`src/include/ex_params.svh`:
```
// widths and control-store bit positions for the execute stage.
`ifndef EX_PARAMS_SVH
`define EX_PARAMS_SVH

`define EX_DATA_W 32   // integer datapath.
`define EX_MM_W   64   // multimedia datapath.
`define EX_CS_W   64   // control-store word.

// control-store bit positions, one bit each.
`define EX_CS_NEXT_EIP  0
`define EX_CS_NEXT_CSEG 1
`define EX_CS_SR1_SEL   2
`define EX_CS_LD_TEMP   3
`define EX_CS_B_SEL     4
`define EX_CS_SP_POP    5
`define EX_CS_SP_XCHG   6

`endif

```
`src/hw/ex_ctrl_pkg.sv`:
```
// operand-select and pointer-step control enums.
package ex_ctrl_pkg;

   // operand size of the current instruction.
   // code 2'b11 is not used by decode.
   typedef enum logic [1:0] {
      SZ_BYTE  = 2'd0,
      SZ_WORD  = 2'd1,
      SZ_DWORD = 2'd2
   } data_size_e;

   // source of the alu b operand.
   typedef enum logic {
      B_OPERAND = 1'b0,   // b from the bundle.
      B_TEMP    = 1'b1    // b from the temp register.
   } b_sel_e;

endpackage

```
`src/hw/ex_ops_pkg.sv`:
```
// alu and multimedia opcode enums.
package ex_ops_pkg;

   // integer alu ops, shifts take b[4:0].
   typedef enum logic [2:0] {
      ADD   = 3'd0,
      OR    = 3'd1,
      AND   = 3'd2,
      NOT_A = 3'd3,
      XOR   = 3'd4,
      SHL   = 3'd5,
      SHR   = 3'd6,
      SAR   = 3'd7
   } alu_op_e;

   // packed ops share the same 3-bit opcode field.
   typedef enum logic [2:0] {
      PADDB = 3'd0,
      PADDW = 3'd1,
      PADDD = 3'd2,
      PAND  = 3'd3,
      POR   = 3'd4,
      PXOR  = 3'd5,
      PSUBB = 3'd6,
      PSUBW = 3'd7
   } mm_op_e;

endpackage

```
`src/hw/alu32.sv`:
```
// 32-bit integer alu with logic ops, add and shifts.
`include "ex_params.svh"

module alu32 (
   input  logic [`EX_DATA_W-1:0] a,
   input  logic [`EX_DATA_W-1:0] b,
   input  ex_ops_pkg::alu_op_e   op,
   output logic [`EX_DATA_W-1:0] result
);
   import ex_ops_pkg::*;

   logic [4:0] shamt;

   assign shamt = b[4:0];   // shift amount, upper bits ignored.

   // --------------------------------------------------
   // op select.
   // --------------------------------------------------
   always_comb begin
      case (op)
         ADD:     result = a + b;
         OR:      result = a | b;
         AND:     result = a & b;
         NOT_A:   result = ~a;
         XOR:     result = a ^ b;
         SHL:     result = a << shamt;
         SHR:     result = a >> shamt;
         SAR:     result = $signed(a) >>> shamt;   // sign fill.
         default: result = '0;
      endcase
   end

endmodule

```
`src/hw/ex_wb_latch.sv`:
```
// ex/wb pipeline register with valid and writeback enables.
`include "ex_params.svh"

module ex_wb_latch (
   input  logic                    clk,
   input  logic                    reset,
   input  logic                    in_valid,
   input  logic [`EX_DATA_W-1:0]   ex_next_eip,
   input  logic [15:0]             ex_next_cs,
   input  logic [`EX_CS_W-1:0]     ex_control_store,
   input  logic [`EX_DATA_W-1:0]   ex_sr1_data,
   input  logic [`EX_DATA_W-1:0]   ex_alu_result,
   input  logic [`EX_MM_W-1:0]     ex_mm_result,
   input  logic [`EX_DATA_W-1:0]   ex_sp_xchg_out,
   input  logic [`EX_DATA_W-1:0]   ex_mem_wr_addr,
   input  ex_ctrl_pkg::data_size_e ex_data_size,
   input  ex_ops_pkg::alu_op_e     ex_aluk,
   input  logic [2:0]              ex_drid1,
   input  logic [2:0]              ex_drid2,
   input  logic                    ex_mem_wr,
   input  logic                    ex_ld_gpr1,
   input  logic                    ex_ld_mm,
   output logic                    wb_valid,
   output logic [`EX_DATA_W-1:0]   wb_next_eip,
   output logic [15:0]             wb_next_cs,
   output logic [`EX_CS_W-1:0]     wb_control_store,
   output logic [`EX_DATA_W-1:0]   wb_sr1_data,
   output logic [`EX_DATA_W-1:0]   wb_alu_result,
   output logic [`EX_MM_W-1:0]     wb_mm_result,
   output logic [`EX_DATA_W-1:0]   wb_sp_xchg_out,
   output logic [`EX_DATA_W-1:0]   wb_mem_wr_addr,
   output ex_ctrl_pkg::data_size_e wb_data_size,
   output ex_ops_pkg::alu_op_e     wb_aluk,
   output logic [2:0]              wb_drid1,
   output logic [2:0]              wb_drid2,
   output logic                    wb_mem_wr,
   output logic                    wb_ld_gpr1,
   output logic                    wb_ld_mm
);

   // --------------------------------------------------
   // control, cleared on reset.
   // --------------------------------------------------
   always_ff @(posedge clk) begin
      if (reset) begin
         wb_valid   <= 1'b0;
         wb_mem_wr  <= 1'b0;
         wb_ld_gpr1 <= 1'b0;
         wb_ld_mm   <= 1'b0;
      end else begin
         wb_valid   <= in_valid;
         wb_mem_wr  <= ex_mem_wr;
         wb_ld_gpr1 <= ex_ld_gpr1;
         wb_ld_mm   <= ex_ld_mm;
      end
   end

   // payload, loads every clock.
   always_ff @(posedge clk) begin
      wb_next_eip      <= ex_next_eip;
      wb_next_cs       <= ex_next_cs;
      wb_control_store <= ex_control_store;
      wb_sr1_data      <= ex_sr1_data;
      wb_alu_result    <= ex_alu_result;
      wb_mm_result     <= ex_mm_result;
      wb_sp_xchg_out   <= ex_sp_xchg_out;
      wb_mem_wr_addr   <= ex_mem_wr_addr;
      wb_data_size     <= ex_data_size;
      wb_aluk          <= ex_aluk;
      wb_drid1         <= ex_drid1;
      wb_drid2         <= ex_drid2;
   end

endmodule

```
`src/hw/execute.sv`:
```
// execute datapath: control decode, temp register, muxes and alus.
`include "ex_params.svh"

module execute (
   input  logic                    clk,
   input  logic                    reset,
   input  logic                    valid,
   input  logic [`EX_DATA_W-1:0]   neip,
   input  logic [15:0]             ncs,
   input  logic [`EX_CS_W-1:0]     control_store,
   input  logic [`EX_DATA_W-1:0]   a,
   input  logic [`EX_DATA_W-1:0]   b,
   input  logic [`EX_MM_W-1:0]     mm_a,
   input  logic [`EX_MM_W-1:0]     mm_b,
   input  logic [`EX_DATA_W-1:0]   sp_xchg_data,
   input  ex_ctrl_pkg::data_size_e data_size,
   input  ex_ops_pkg::alu_op_e     aluk,
   input  logic                    df_flag,
   output logic [`EX_DATA_W-1:0]   next_eip,
   output logic [15:0]             next_cs,
   output logic [`EX_DATA_W-1:0]   sr1_data,
   output logic [`EX_DATA_W-1:0]   alu_result,
   output logic [`EX_MM_W-1:0]     mm_result,
   output logic [`EX_DATA_W-1:0]   sp_xchg_out
);
   import ex_ops_pkg::*;
   import ex_ctrl_pkg::*;

   logic sel_next_eip, sel_next_cs, sel_sr1, ld_temp, sp_pop, sp_xchg;
   b_sel_e b_sel;
   mm_op_e mm_op;

   logic [`EX_DATA_W-1:0] temp_q;
   logic [`EX_DATA_W-1:0] b_mux;
   logic [`EX_DATA_W-1:0] ptr_next, sp_next;

   // --------------------------------------------------
   // control-store decode.
   // --------------------------------------------------
   assign sel_next_eip = control_store[`EX_CS_NEXT_EIP];
   assign sel_next_cs  = control_store[`EX_CS_NEXT_CSEG];
   assign sel_sr1      = control_store[`EX_CS_SR1_SEL];
   assign ld_temp      = control_store[`EX_CS_LD_TEMP];
   assign b_sel        = b_sel_e'(control_store[`EX_CS_B_SEL]);
   assign sp_pop       = control_store[`EX_CS_SP_POP];
   assign sp_xchg      = control_store[`EX_CS_SP_XCHG];

   assign mm_op = mm_op_e'(aluk);   // same opcode field for both alus.

   // temp holds a for a later bundle.
   always_ff @(posedge clk) begin
      if (reset) begin
         temp_q <= '0;
      end else if (valid && ld_temp) begin
         temp_q <= a;
      end
   end

   assign b_mux = (b_sel == B_TEMP) ? temp_q : b;

   // jump target comes in on a.
   assign next_eip = sel_next_eip ? a : neip;
   assign next_cs  = sel_next_cs ? a[15:0] : ncs;

   ptr_step_unit u_ptr_step (
      .ptr      (b),
      .sp_data  (sp_xchg_data),
      .size     (data_size),
      .df_flag  (df_flag),
      .pop_en   (sp_pop),
      .ptr_next (ptr_next),
      .sp_next  (sp_next)
   );

   assign sr1_data    = sel_sr1 ? ptr_next : sp_xchg_data;
   assign sp_xchg_out = sp_xchg ? a : sp_next;   // xchg wins over pop.

   alu32 u_alu32 (
      .a      (a),
      .b      (b_mux),
      .op     (aluk),
      .result (alu_result)
   );

   mm_alu64 u_mm_alu64 (
      .a      (mm_a),
      .b      (mm_b),
      .op     (mm_op),
      .result (mm_result)
   );

endmodule

```
`src/hw/execute_stage.sv`:
```
// execute stage top: execute datapath and ex/wb register.
`include "ex_params.svh"

module execute_stage (
   input  logic                    clk,
   input  logic                    reset,
   input  logic                    in_valid,
   input  logic [`EX_DATA_W-1:0]   in_neip,
   input  logic [15:0]             in_ncs,
   input  logic [`EX_CS_W-1:0]     in_control_store,
   input  logic [`EX_DATA_W-1:0]   in_a,
   input  logic [`EX_DATA_W-1:0]   in_b,
   input  logic [`EX_MM_W-1:0]     in_mm_a,
   input  logic [`EX_MM_W-1:0]     in_mm_b,
   input  logic [`EX_DATA_W-1:0]   in_sp_xchg_data,
   input  logic [`EX_DATA_W-1:0]   in_mem_wr_addr,
   input  ex_ctrl_pkg::data_size_e in_data_size,
   input  ex_ops_pkg::alu_op_e     in_aluk,
   input  logic [2:0]              in_drid1,
   input  logic [2:0]              in_drid2,
   input  logic                    in_mem_wr,
   input  logic                    in_ld_gpr1,
   input  logic                    in_ld_mm,
   input  logic                    in_df_flag,
   output logic                    wb_valid,
   output logic [`EX_DATA_W-1:0]   wb_next_eip,
   output logic [15:0]             wb_next_cs,
   output logic [`EX_CS_W-1:0]     wb_control_store,
   output logic [`EX_DATA_W-1:0]   wb_sr1_data,
   output logic [`EX_DATA_W-1:0]   wb_alu_result,
   output logic [`EX_MM_W-1:0]     wb_mm_result,
   output logic [`EX_DATA_W-1:0]   wb_sp_xchg_out,
   output logic [`EX_DATA_W-1:0]   wb_mem_wr_addr,
   output ex_ctrl_pkg::data_size_e wb_data_size,
   output ex_ops_pkg::alu_op_e     wb_aluk,
   output logic [2:0]              wb_drid1,
   output logic [2:0]              wb_drid2,
   output logic                    wb_mem_wr,
   output logic                    wb_ld_gpr1,
   output logic                    wb_ld_mm
);

   logic [`EX_DATA_W-1:0] ex_next_eip, ex_sr1_data, ex_alu_result, ex_sp_xchg_out;
   logic [15:0]           ex_next_cs;
   logic [`EX_MM_W-1:0]   ex_mm_result;

   execute u_execute (
      .clk           (clk),
      .reset         (reset),
      .valid         (in_valid),
      .neip          (in_neip),
      .ncs           (in_ncs),
      .control_store (in_control_store),
      .a             (in_a),
      .b             (in_b),
      .mm_a          (in_mm_a),
      .mm_b          (in_mm_b),
      .sp_xchg_data  (in_sp_xchg_data),
      .data_size     (in_data_size),
      .aluk          (in_aluk),
      .df_flag       (in_df_flag),
      .next_eip      (ex_next_eip),
      .next_cs       (ex_next_cs),
      .sr1_data      (ex_sr1_data),
      .alu_result    (ex_alu_result),
      .mm_result     (ex_mm_result),
      .sp_xchg_out   (ex_sp_xchg_out)
   );

   // control store and pass-through fields go straight to the register.
   ex_wb_latch u_ex_wb_latch (
      .clk              (clk),
      .reset            (reset),
      .in_valid         (in_valid),
      .ex_next_eip      (ex_next_eip),
      .ex_next_cs       (ex_next_cs),
      .ex_control_store (in_control_store),
      .ex_sr1_data      (ex_sr1_data),
      .ex_alu_result    (ex_alu_result),
      .ex_mm_result     (ex_mm_result),
      .ex_sp_xchg_out   (ex_sp_xchg_out),
      .ex_mem_wr_addr   (in_mem_wr_addr),
      .ex_data_size     (in_data_size),
      .ex_aluk          (in_aluk),
      .ex_drid1         (in_drid1),
      .ex_drid2         (in_drid2),
      .ex_mem_wr        (in_mem_wr),
      .ex_ld_gpr1       (in_ld_gpr1),
      .ex_ld_mm         (in_ld_mm),
      .wb_valid         (wb_valid),
      .wb_next_eip      (wb_next_eip),
      .wb_next_cs       (wb_next_cs),
      .wb_control_store (wb_control_store),
      .wb_sr1_data      (wb_sr1_data),
      .wb_alu_result    (wb_alu_result),
      .wb_mm_result     (wb_mm_result),
      .wb_sp_xchg_out   (wb_sp_xchg_out),
      .wb_mem_wr_addr   (wb_mem_wr_addr),
      .wb_data_size     (wb_data_size),
      .wb_aluk          (wb_aluk),
      .wb_drid1         (wb_drid1),
      .wb_drid2         (wb_drid2),
      .wb_mem_wr        (wb_mem_wr),
      .wb_ld_gpr1       (wb_ld_gpr1),
      .wb_ld_mm         (wb_ld_mm)
   );

endmodule

```
`src/hw/mm_alu64.sv`:
```
// 64-bit packed multimedia alu, byte/word/dword lanes.
`include "ex_params.svh"

module mm_alu64 (
   input  logic [`EX_MM_W-1:0] a,
   input  logic [`EX_MM_W-1:0] b,
   input  ex_ops_pkg::mm_op_e  op,
   output logic [`EX_MM_W-1:0] result
);
   import ex_ops_pkg::*;

   logic [`EX_MM_W-1:0] add_b, add_w, add_d;
   logic [`EX_MM_W-1:0] sub_b, sub_w;

   // each lane is sliced out, so carries stop at the lane edge.
   always_comb begin
      for (int i = 0; i < 8; i++) begin
         add_b[i*8 +: 8] = a[i*8 +: 8] + b[i*8 +: 8];
         sub_b[i*8 +: 8] = a[i*8 +: 8] - b[i*8 +: 8];
      end
      for (int j = 0; j < 4; j++) begin
         add_w[j*16 +: 16] = a[j*16 +: 16] + b[j*16 +: 16];
         sub_w[j*16 +: 16] = a[j*16 +: 16] - b[j*16 +: 16];
      end
      for (int k = 0; k < 2; k++) begin
         add_d[k*32 +: 32] = a[k*32 +: 32] + b[k*32 +: 32];
      end
   end

   always_comb begin
      case (op)
         PADDB:   result = add_b;
         PADDW:   result = add_w;
         PADDD:   result = add_d;
         PAND:    result = a & b;
         POR:     result = a | b;
         PXOR:    result = a ^ b;
         PSUBB:   result = sub_b;
         PSUBW:   result = sub_w;
         default: result = '0;
      endcase
   end

endmodule

```
`src/hw/ptr_step_unit.sv`:
```
// string-pointer step adder and stack-pop adder.
`include "ex_params.svh"

module ptr_step_unit (
   input  logic [`EX_DATA_W-1:0]   ptr,
   input  logic [`EX_DATA_W-1:0]   sp_data,
   input  ex_ctrl_pkg::data_size_e size,
   input  logic                    df_flag,
   input  logic                    pop_en,
   output logic [`EX_DATA_W-1:0]   ptr_next,
   output logic [`EX_DATA_W-1:0]   sp_next
);
   import ex_ctrl_pkg::*;

   logic [`EX_DATA_W-1:0] step_mag;
   logic [`EX_DATA_W-1:0] step;
   logic [`EX_DATA_W-1:0] pop_amt;

   // --------------------------------------------------
   // string step, +-1/2/4.
   // --------------------------------------------------
   always_comb begin
      case (size)
         SZ_BYTE:  step_mag = `EX_DATA_W'd1;
         SZ_WORD:  step_mag = `EX_DATA_W'd2;
         SZ_DWORD: step_mag = `EX_DATA_W'd4;
         default:  step_mag = '0;   // unused size code, no step.
      endcase
   end

   // df set walks the string downward.
   assign step     = df_flag ? (~step_mag + 1'b1) : step_mag;
   assign ptr_next = ptr + step;

   // --------------------------------------------------
   // stack pop, +0/2/4.
   // --------------------------------------------------
   always_comb begin
      if (!pop_en) begin
         pop_amt = '0;
      end else if (size == SZ_DWORD) begin
         pop_amt = `EX_DATA_W'd4;
      end else begin
         pop_amt = `EX_DATA_W'd2;
      end
   end

   assign sp_next = sp_data + pop_amt;

endmodule

```
`config.mk`:
```
export PLATFORM = sky130hd
export DESIGN_NAME = execute_stage
export DESIGN_NICKNAME = d
export VERILOG_FILES = /design/src/hw/ex_ctrl_pkg.sv /design/src/hw/ex_ops_pkg.sv /design/src/hw/alu32.sv /design/src/hw/ex_wb_latch.sv /design/src/hw/execute.sv /design/src/hw/execute_stage.sv /design/src/hw/mm_alu64.sv /design/src/hw/ptr_step_unit.sv
export VERILOG_INCLUDE_DIRS = /design/src /design/src/include
export SDC_FILE = /design/constraint.sdc
export NUM_CORES = 2
export LEC_CHECK = 0
export BUFFER_PORTS_ARGS = -buffer_cell sky130_fd_sc_hd__buf_2
export CAP_MARGIN = 10
export CORE_MARGIN = 1.5
export CORE_UTILIZATION = 40
export CTS_BUF_LIST = sky130_fd_sc_hd__clkbuf_16
export DETAILED_ROUTE_END_ITERATION = 16
export SETUP_SLACK_MARGIN = 0.15
export SKIP_LAST_GASP = 1
export SYNTH_ARGS = -nofsm -noshare
export SYNTH_HDL_FRONTEND = slang
export SYNTH_SLANG_ARGS = --single-unit
```
`constraint.sdc`:
```
create_clock -name clk -period 11.14 [get_ports clk]
set_input_delay 0.557 -clock clk [delete_from_list [all_inputs] [get_ports clk]]
set_output_delay 0.557 -clock clk [all_outputs]
set_load 0.05 [all_outputs]
```
; ---- Word level (Yosys, flattened, before mapping)
; Index checks and enable logic that the tools add are counted.
[classes]
n_addsub = 30
eq_ne = 9
shift = 3
n_mux = 11
n_bitwise = 8
reduce_logical = 3
[op_table]
columns = op, n
row1 = 64-bit case mux with 8 select lines, 1
row2 = 32-bit case mux with 8 select lines, 1
row3 = 32-bit adder, 5
row4 = 32-bit 2-to-1 mux, 5
row5 = 16-bit adder, 4
row6 = 8-bit adder, 8
row7 = 64-bit AND, 1
row8 = 64-bit bitwise OR, 1
row9 = 16-bit subtractor, 4
row10 = 8-bit subtractor, 8
row11 = 64-bit bitwise XOR, 1
row12 = 32-bit by 1-bit adder with 32-bit output (second input constant), 1
row13 = 32-bit AND, 1
row14 = 3-bit NOT with 32-bit output, 1
row15 = 32-bit NOT, 1
row16 = 32-bit bitwise OR, 1
row17 = 32-bit by 5-bit left shift with 32-bit output, 1
row18 = 32-bit by 5-bit >> shifter with 32-bit output, 1
row19 = 32-bit by 5-bit >>> shifter with 32-bit output, 1
row20 = 32-bit bitwise XOR, 1
row21 = 16-bit 2-to-1 mux, 1
row22 = 3-bit equality test (second input constant), 4
row23 = 3-bit case mux with 3 select lines, 1
row24 = 3-bit by 2-bit equality test with 1-bit output (second input constant), 2
row25 = 7 further kinds, 8
[totals]
reg_bits = 351
inputBits = 386
output_inout_bits = 319
word_cells = 81

; ---- Depth between registers and ports, before layout
[logic_depth]
word_depth = 7
mapped_depth = 17
mapped_depth_nobuf = 16

; ---- Hierarchy
; A second synthesis with hierarchy kept.
[unflattened]
hier_cells = 4105
area_unflattened_um2 = 33512.1
[modules_own_cells]
columns = module, instances, cells_each, area_per_inst_um2, seq_area_each_um2
row1 = mm_alu64, 1, 2063, 13937.1, 0.0
row2 = alu32, 1, 1050, 7150.6, 0.0
row3 = ex_wb_latch, 1, 323, 6411.1, 6386.1
row4 = execute, 1, 307, 3425.8, 640.6
row5 = ptr_step_unit, 1, 362, 2587.5, 0.0

; ---- Worst setup path after synthesis
; OpenSTA, ideal clock, no wires.
[synth_path]
kind = input-to-reg
start = input port in_df_flag
end = register u_ex_wb_latch.wb_sr1_data[27]
setup_time_ns = 0.121
arrival_time_ns = 4.200
required_ns = 11.019
setup_slack_ns = 6.820
stages = 12
n_path_buf = 0
path_cell_list = inv_1 -> a21oi_1 -> ha_1 -> a21o_1 -> or3_1 -> a221oi_1 -> a211oi_2 -> a31o_2 -> a21boi_1 -> o21ai_0 -> xor2_1 -> mux2_2
[synth_via]
elab_chain_cells = 3
[synth_rtl]
columns = element, line_no
row1 = from (decl), execute_stage.sv:24  ; input logic in_df_flag,
row2 = 32-bit 2-to-1 mux, ptr_step_unit.sv:32  ; assign step = df_flag ? (~step_mag + 1'b1) : step_mag;
row3 = 32-bit adder, ptr_step_unit.sv:33  ; assign ptr_next = ptr + step;
row4 = 32-bit 2-to-1 mux, execute.sv:75  ; assign sr1_data = sel_sr1 ? ptr_next : sp_xchg_data;
row5 = named net ex_sr1_data[27], execute_stage.sv:43  ; logic [`EX_DATA_W-1:0] ex_next_eip, ex_sr1_data, ex_alu_result, ex_sp_xchg_out;
row6 = to (signal assigned), ex_wb_latch.sv:63  ; wb_sr1_data <= ex_sr1_data;
row7 = to (decl), ex_wb_latch.sv:27  ; output logic [`EX_DATA_W-1:0] wb_sr1_data,
; The timed path passes the listed nets, and every way through them passes these cells.
; A chain may end at the register's enable or synchronous reset.

; ---- Worst setup path after layout
[layout_path]
start = input port in_aluk[0]
end = register u_ex_wb_latch.wb_mm_result[62]
[layout_via]
elab_chain_cells = 2
elab_cells_between_ends = 9
classes_between = eq/ne (7) / mux (1) / reduce/logical (1)
[layout_rtl]
columns = element, line_no
row1 = from (decl), execute_stage.sv:18  ; input ex_ops_pkg::alu_op_e in_aluk,
row2 = 3-bit equality test (tied with other cells), mm_alu64.sv:31  ; case (op)
row3 = 64-bit case mux with 8 select lines *, mm_alu64.sv:31
row4 = named net ex_mm_result[62], execute_stage.sv:45  ; logic [`EX_MM_W-1:0] ex_mm_result;
row5 = to (signal assigned), ex_wb_latch.sv:65  ; wb_mm_result <= ex_mm_result;
row6 = to (decl), ex_wb_latch.sv:29  ; output logic [`EX_MM_W-1:0] wb_mm_result,
; Mark *: on every way through the listed nets, which the timed path passes. The rest lies on a longest branch.

==> out/qor.csv <==
stage,metric,value,unit
min_path,HP Class,in2reg,
timing,Final min period,4.970,ns
yosys,Synth Warn #,0,
route,wire per inst,23.02,um
timing,max_slew headroom,25.02,%
cts,clk root buf,clkbuf_16,
yosys,post-synthesis sequential area ratio,22.08,%
cts,clock slew at reported path FFs,0.07,ns
run,Max Cap Viol,0,
placed_design,RePlAce Congestion,0.9879,
worst_setup_path,CP max FO,28,
yosys,Mapped Area,31830,sq um
floorplanning,die span in y,285.1,um
worst_setup_path,"Arr. time, crit path",5.45,ns
cts,insertion delay to the later sink of the worst-skew pair,0.62,ns
route,DRT Pass-1 Iters,8,
yosys,share of the synthesized area in the top cell type,22.08,%
global_route,number of global-route vias before repair,31440,
cts,H-tree levels,2,
cts,Post-CTS Hold Buffers,0,
yosys,syn_area_per_cell,7.868,sq um
yosys,synth top area cells,"dfxtp_1 (22%), ha_1 (14%), a21oi_1 (6.9%)",
worst_setup_path,"delay-heaviest family, CP",compound AO/OA/AOI/OAI gates,
yosys,"area leader, netlist",dfxtp_1,
pwr,Static Leak,17.83,nW
yosys,Mapped Cells,4045,
yosys,"EDFF count, synth",0,
cts,Post-CTS Repair Setup Buffers,0,
floorplanning,num rows,103,
placed_design,Place WS,5.649,ns
global_route,GRT Util Overall,30.57,%
pwr,VDD IR max,0.1527,mV
timing,endpoints failing setup,0,
cts,CTS tree,done,
route,routed wire length,131600,um
pwr,Pwr per Cell Area,140.8,nW/um^2
worst_setup_path,worst path cell trace,buf_4 > clkinv_2 > nor2_4 > buf_4 > nor2_1 > xnor2_1 > ha_1 > nor2b_1 > o21a_1 > o21ai_0 > a21oi_1 > a41o_1 > o41ai_1 > o21ai_0 > xor2_1 > a221o_1,
floorplanning,Die X,285.1,um
final_layout,final core area utilization,47.86,%
outcome,status,"finished, final reports clean",
yosys,#FFs+latches synth,351,
timing,Max Freq,201.2,MHz
cts,CTS resizes,0,
final_layout,# fillers,7942,
floorplanning,Starting Density,40.35,%
final_layout,Area Growth Syn to Fin,18.60,%
timing,max-slew violations,0,
timing,RSZ-0062 raised after global routing,false,
timing,count of final hold-check violations,0,
route,post-DR vias/cell,5.781,
floorplanning,die footprint,81260,sq um
worst_setup_path,CP required,11.62,ns
placed_design,hpwl dp,99310,um
timing,clk_skew,0.02702,ns
worst_setup_path,CP Class,in2reg,
timing,Worst-Margin Slew,1.122,ns
timing,Tcrit/Tclk final,44.61,%
worst_setup_path,CP endpoint kind,register,
floorplanning,core area,78870,sq um
final_layout,# nets final,5368,
yosys,top post-synthesis cells by count,"a21oi_1 (439), dfxtp_1 (351), nand2_1 (351)",
route,DRC,0,
timing,final setup margin,6.170,ns
worst_setup_path,CP peak stage delay,0.82,ns
floorplanning,IO Pins,705,
global_route,initial antenna violation count,24,
yosys,ys flop type,dfxtp_1,
global_route,first-pass GRT wire length,192800,um
global_route,aggregate global routing overflow,0,
cts,CTS max path bufs,3,
yosys,post-synth cell types,85,
cts,Num CTS Buffers,45,
worst_setup_path,element type at the critical path start,primary input,
global_route,largest net degree at the start of global routing,73,
yosys,"Net Count, Synth",4794,
worst_setup_path,slowest CP cell,nor2_4,
route,DR iter-0 viols,3025,
pwr,total power,5.313,mW
yosys,Async SR Flop Fraction,0,%
placed_design,PortBufs,704,
final_layout,layout cells sized above 1,20.72,%
timing,final setup TNS,0,ns
worst_setup_path,Worst Path Buf+Inv,3,
cts,clk sinks,351,
yosys,most common cell in the synthesized netlist,a21oi_1,
route,Via Count,33040,
route,Detail Route Antenna Nets,0,
[worst register-to-register path, cell delays in order (launching register included)]
cell and delay, ns:
dfxtp_1 0.34, mux2i_4 0.14, buf_4 0.59, inv_4 0.40, ha_1 0.32, inv_1 0.10, fa_1 0.22, nor2b_1 0.09
o31ai_1 0.54, a211o_1 0.31, nand2_1 0.10, a21oi_1 0.36, nor2_1 0.07, mux4_2 0.46, nand2_1 0.09, nand4_1 0.07
[placed cells by master (no fill, tap or decap), drive strengths merged, types with 17 or more instances in the layout]
master / netlist / final
xor2: 81 / 81
clkinv: 3 / 21
nor3: 75 / 75
ha: 346 / 346
a211oi: 75 / 75
o31ai: 18 / 18
a21o: 87 / 87
buf: 57 / 747
nand3: 68 / 68
mux2i: 199 / 199
nor2b: 32 / 32
nand4: 22 / 22
o211ai: 43 / 43
nor2: 296 / 296
o22ai: 35 / 35
and3: 30 / 30
xnor2: 229 / 229
dfxtp: 351 / 351
clkbuf: 163 / 45
a221oi: 34 / 34
o21bai: 30 / 30
o21a: 38 / 38
a31oi: 26 / 26
fa: 17 / 17
or3: 22 / 22
nand2: 352 / 352
inv: 280 / 287
a21oi: 439 / 439
mux2: 84 / 84
o21ai: 243 / 243
nand2b: 26 / 26
[metrics by stage]
| step | area [sq um] | std cells | hold WS (ns) |
|---|---|---|---|
| after floorplan | 31830 | 4045 | 0.4360 |
| after global placement | 36190 | 5622 | 0.4410 |
| after detailed placement | 36190 | 5622 | 0.4463 |
| after CTS | 37710 | 5703 | 0.01433 |
| after global routing | 37730 | 5711 | 0.02280 |
| final | 37750 | 5716 | 0.03153 |
[final timing paths]
check                                         start                                        to  slack, ns  cells after the start
hold reg to reg   u_execute.temp_q[28]$_SDFFE_PP0P_         u_execute.temp_q[28]$_SDFFE_PP0P_       0.45                      2
setup / recovery                         in_aluk[0]    u_ex_wb_latch.wb_mm_result[62]$_DFF_P_       6.17                     16
hold / removal                   in_mem_wr_addr[22]  u_ex_wb_latch.wb_mem_wr_addr[22]$_DFF_P_       0.03                      1
setup reg to reg   u_execute.temp_q[0]$_SDFFE_PP0P_   u_ex_wb_latch.wb_alu_result[12]$_DFF_P_       6.78                     15
[state kept, by name (all words and copies together), names as in the netlist, 2 cells and up]
name,count
u_ex_wb_latch.wb_alu_result,32
u_ex_wb_latch.wb_aluk,3
u_ex_wb_latch.wb_control_store,64
u_ex_wb_latch.wb_data_size,2
u_ex_wb_latch.wb_drid1,3
u_ex_wb_latch.wb_drid2,3
u_ex_wb_latch.wb_mem_wr_addr,32
u_ex_wb_latch.wb_mm_result,64
u_ex_wb_latch.wb_next_cs,16
u_ex_wb_latch.wb_next_eip,32
u_ex_wb_latch.wb_sp_xchg_out,32
u_ex_wb_latch.wb_sr1_data,32
u_execute.temp_q,32
[cell type report]
cell class | count | area [sq um] | area share (%)
tap | 1050 | 1314 | 3.481
sequential | 351 | 7027 | 18.62
clock inverter | 36 | 392.9 | 1.041
timing repair buffer | 747 | 3851 | 10.20
antenna | 13 | 32.53 | 0.08619
inverter | 283 | 1066 | 2.824
multi-input combinational | 3191 | 22940 | 60.76
clock buffer | 45 | 1126 | 2.983
[logic make-up after synthesis]
group / after synthesis / synth area share, %
buf+inv: 503 / 6.176
xor+xnor: 310 / 8.531
simple gates: 973 / 13.58
fa+ha+maj: 363 / 14.67
mux: 293 / 10.03
compound gates: 1252 / 24.93
flops: 351 / 22.08
[metal layers]
metal | vias to the layer above | share of wire, % | routed length, um | global-route usage (%)
met5 | - | 0.051 | 67 | 0
met4 | 12 | 4.0 | 5234 | 12.13
met3 | 292 | 9.0 | 11790 | 6.192
met2 | 1517 | 45 | 59020 | 48.97
met1 | 15580 | 42 | 55460 | 40.13
li1 | 15650 | - | - | -
[power by group]
group / internal, mW / switching (mW)
sequential: 1.40 / 0.0682
combinational: 0.755 / 1.55
clock: 0.884 / 0.656
total: 3.04 / 2.28
Power figures use the tool's default switching activity.
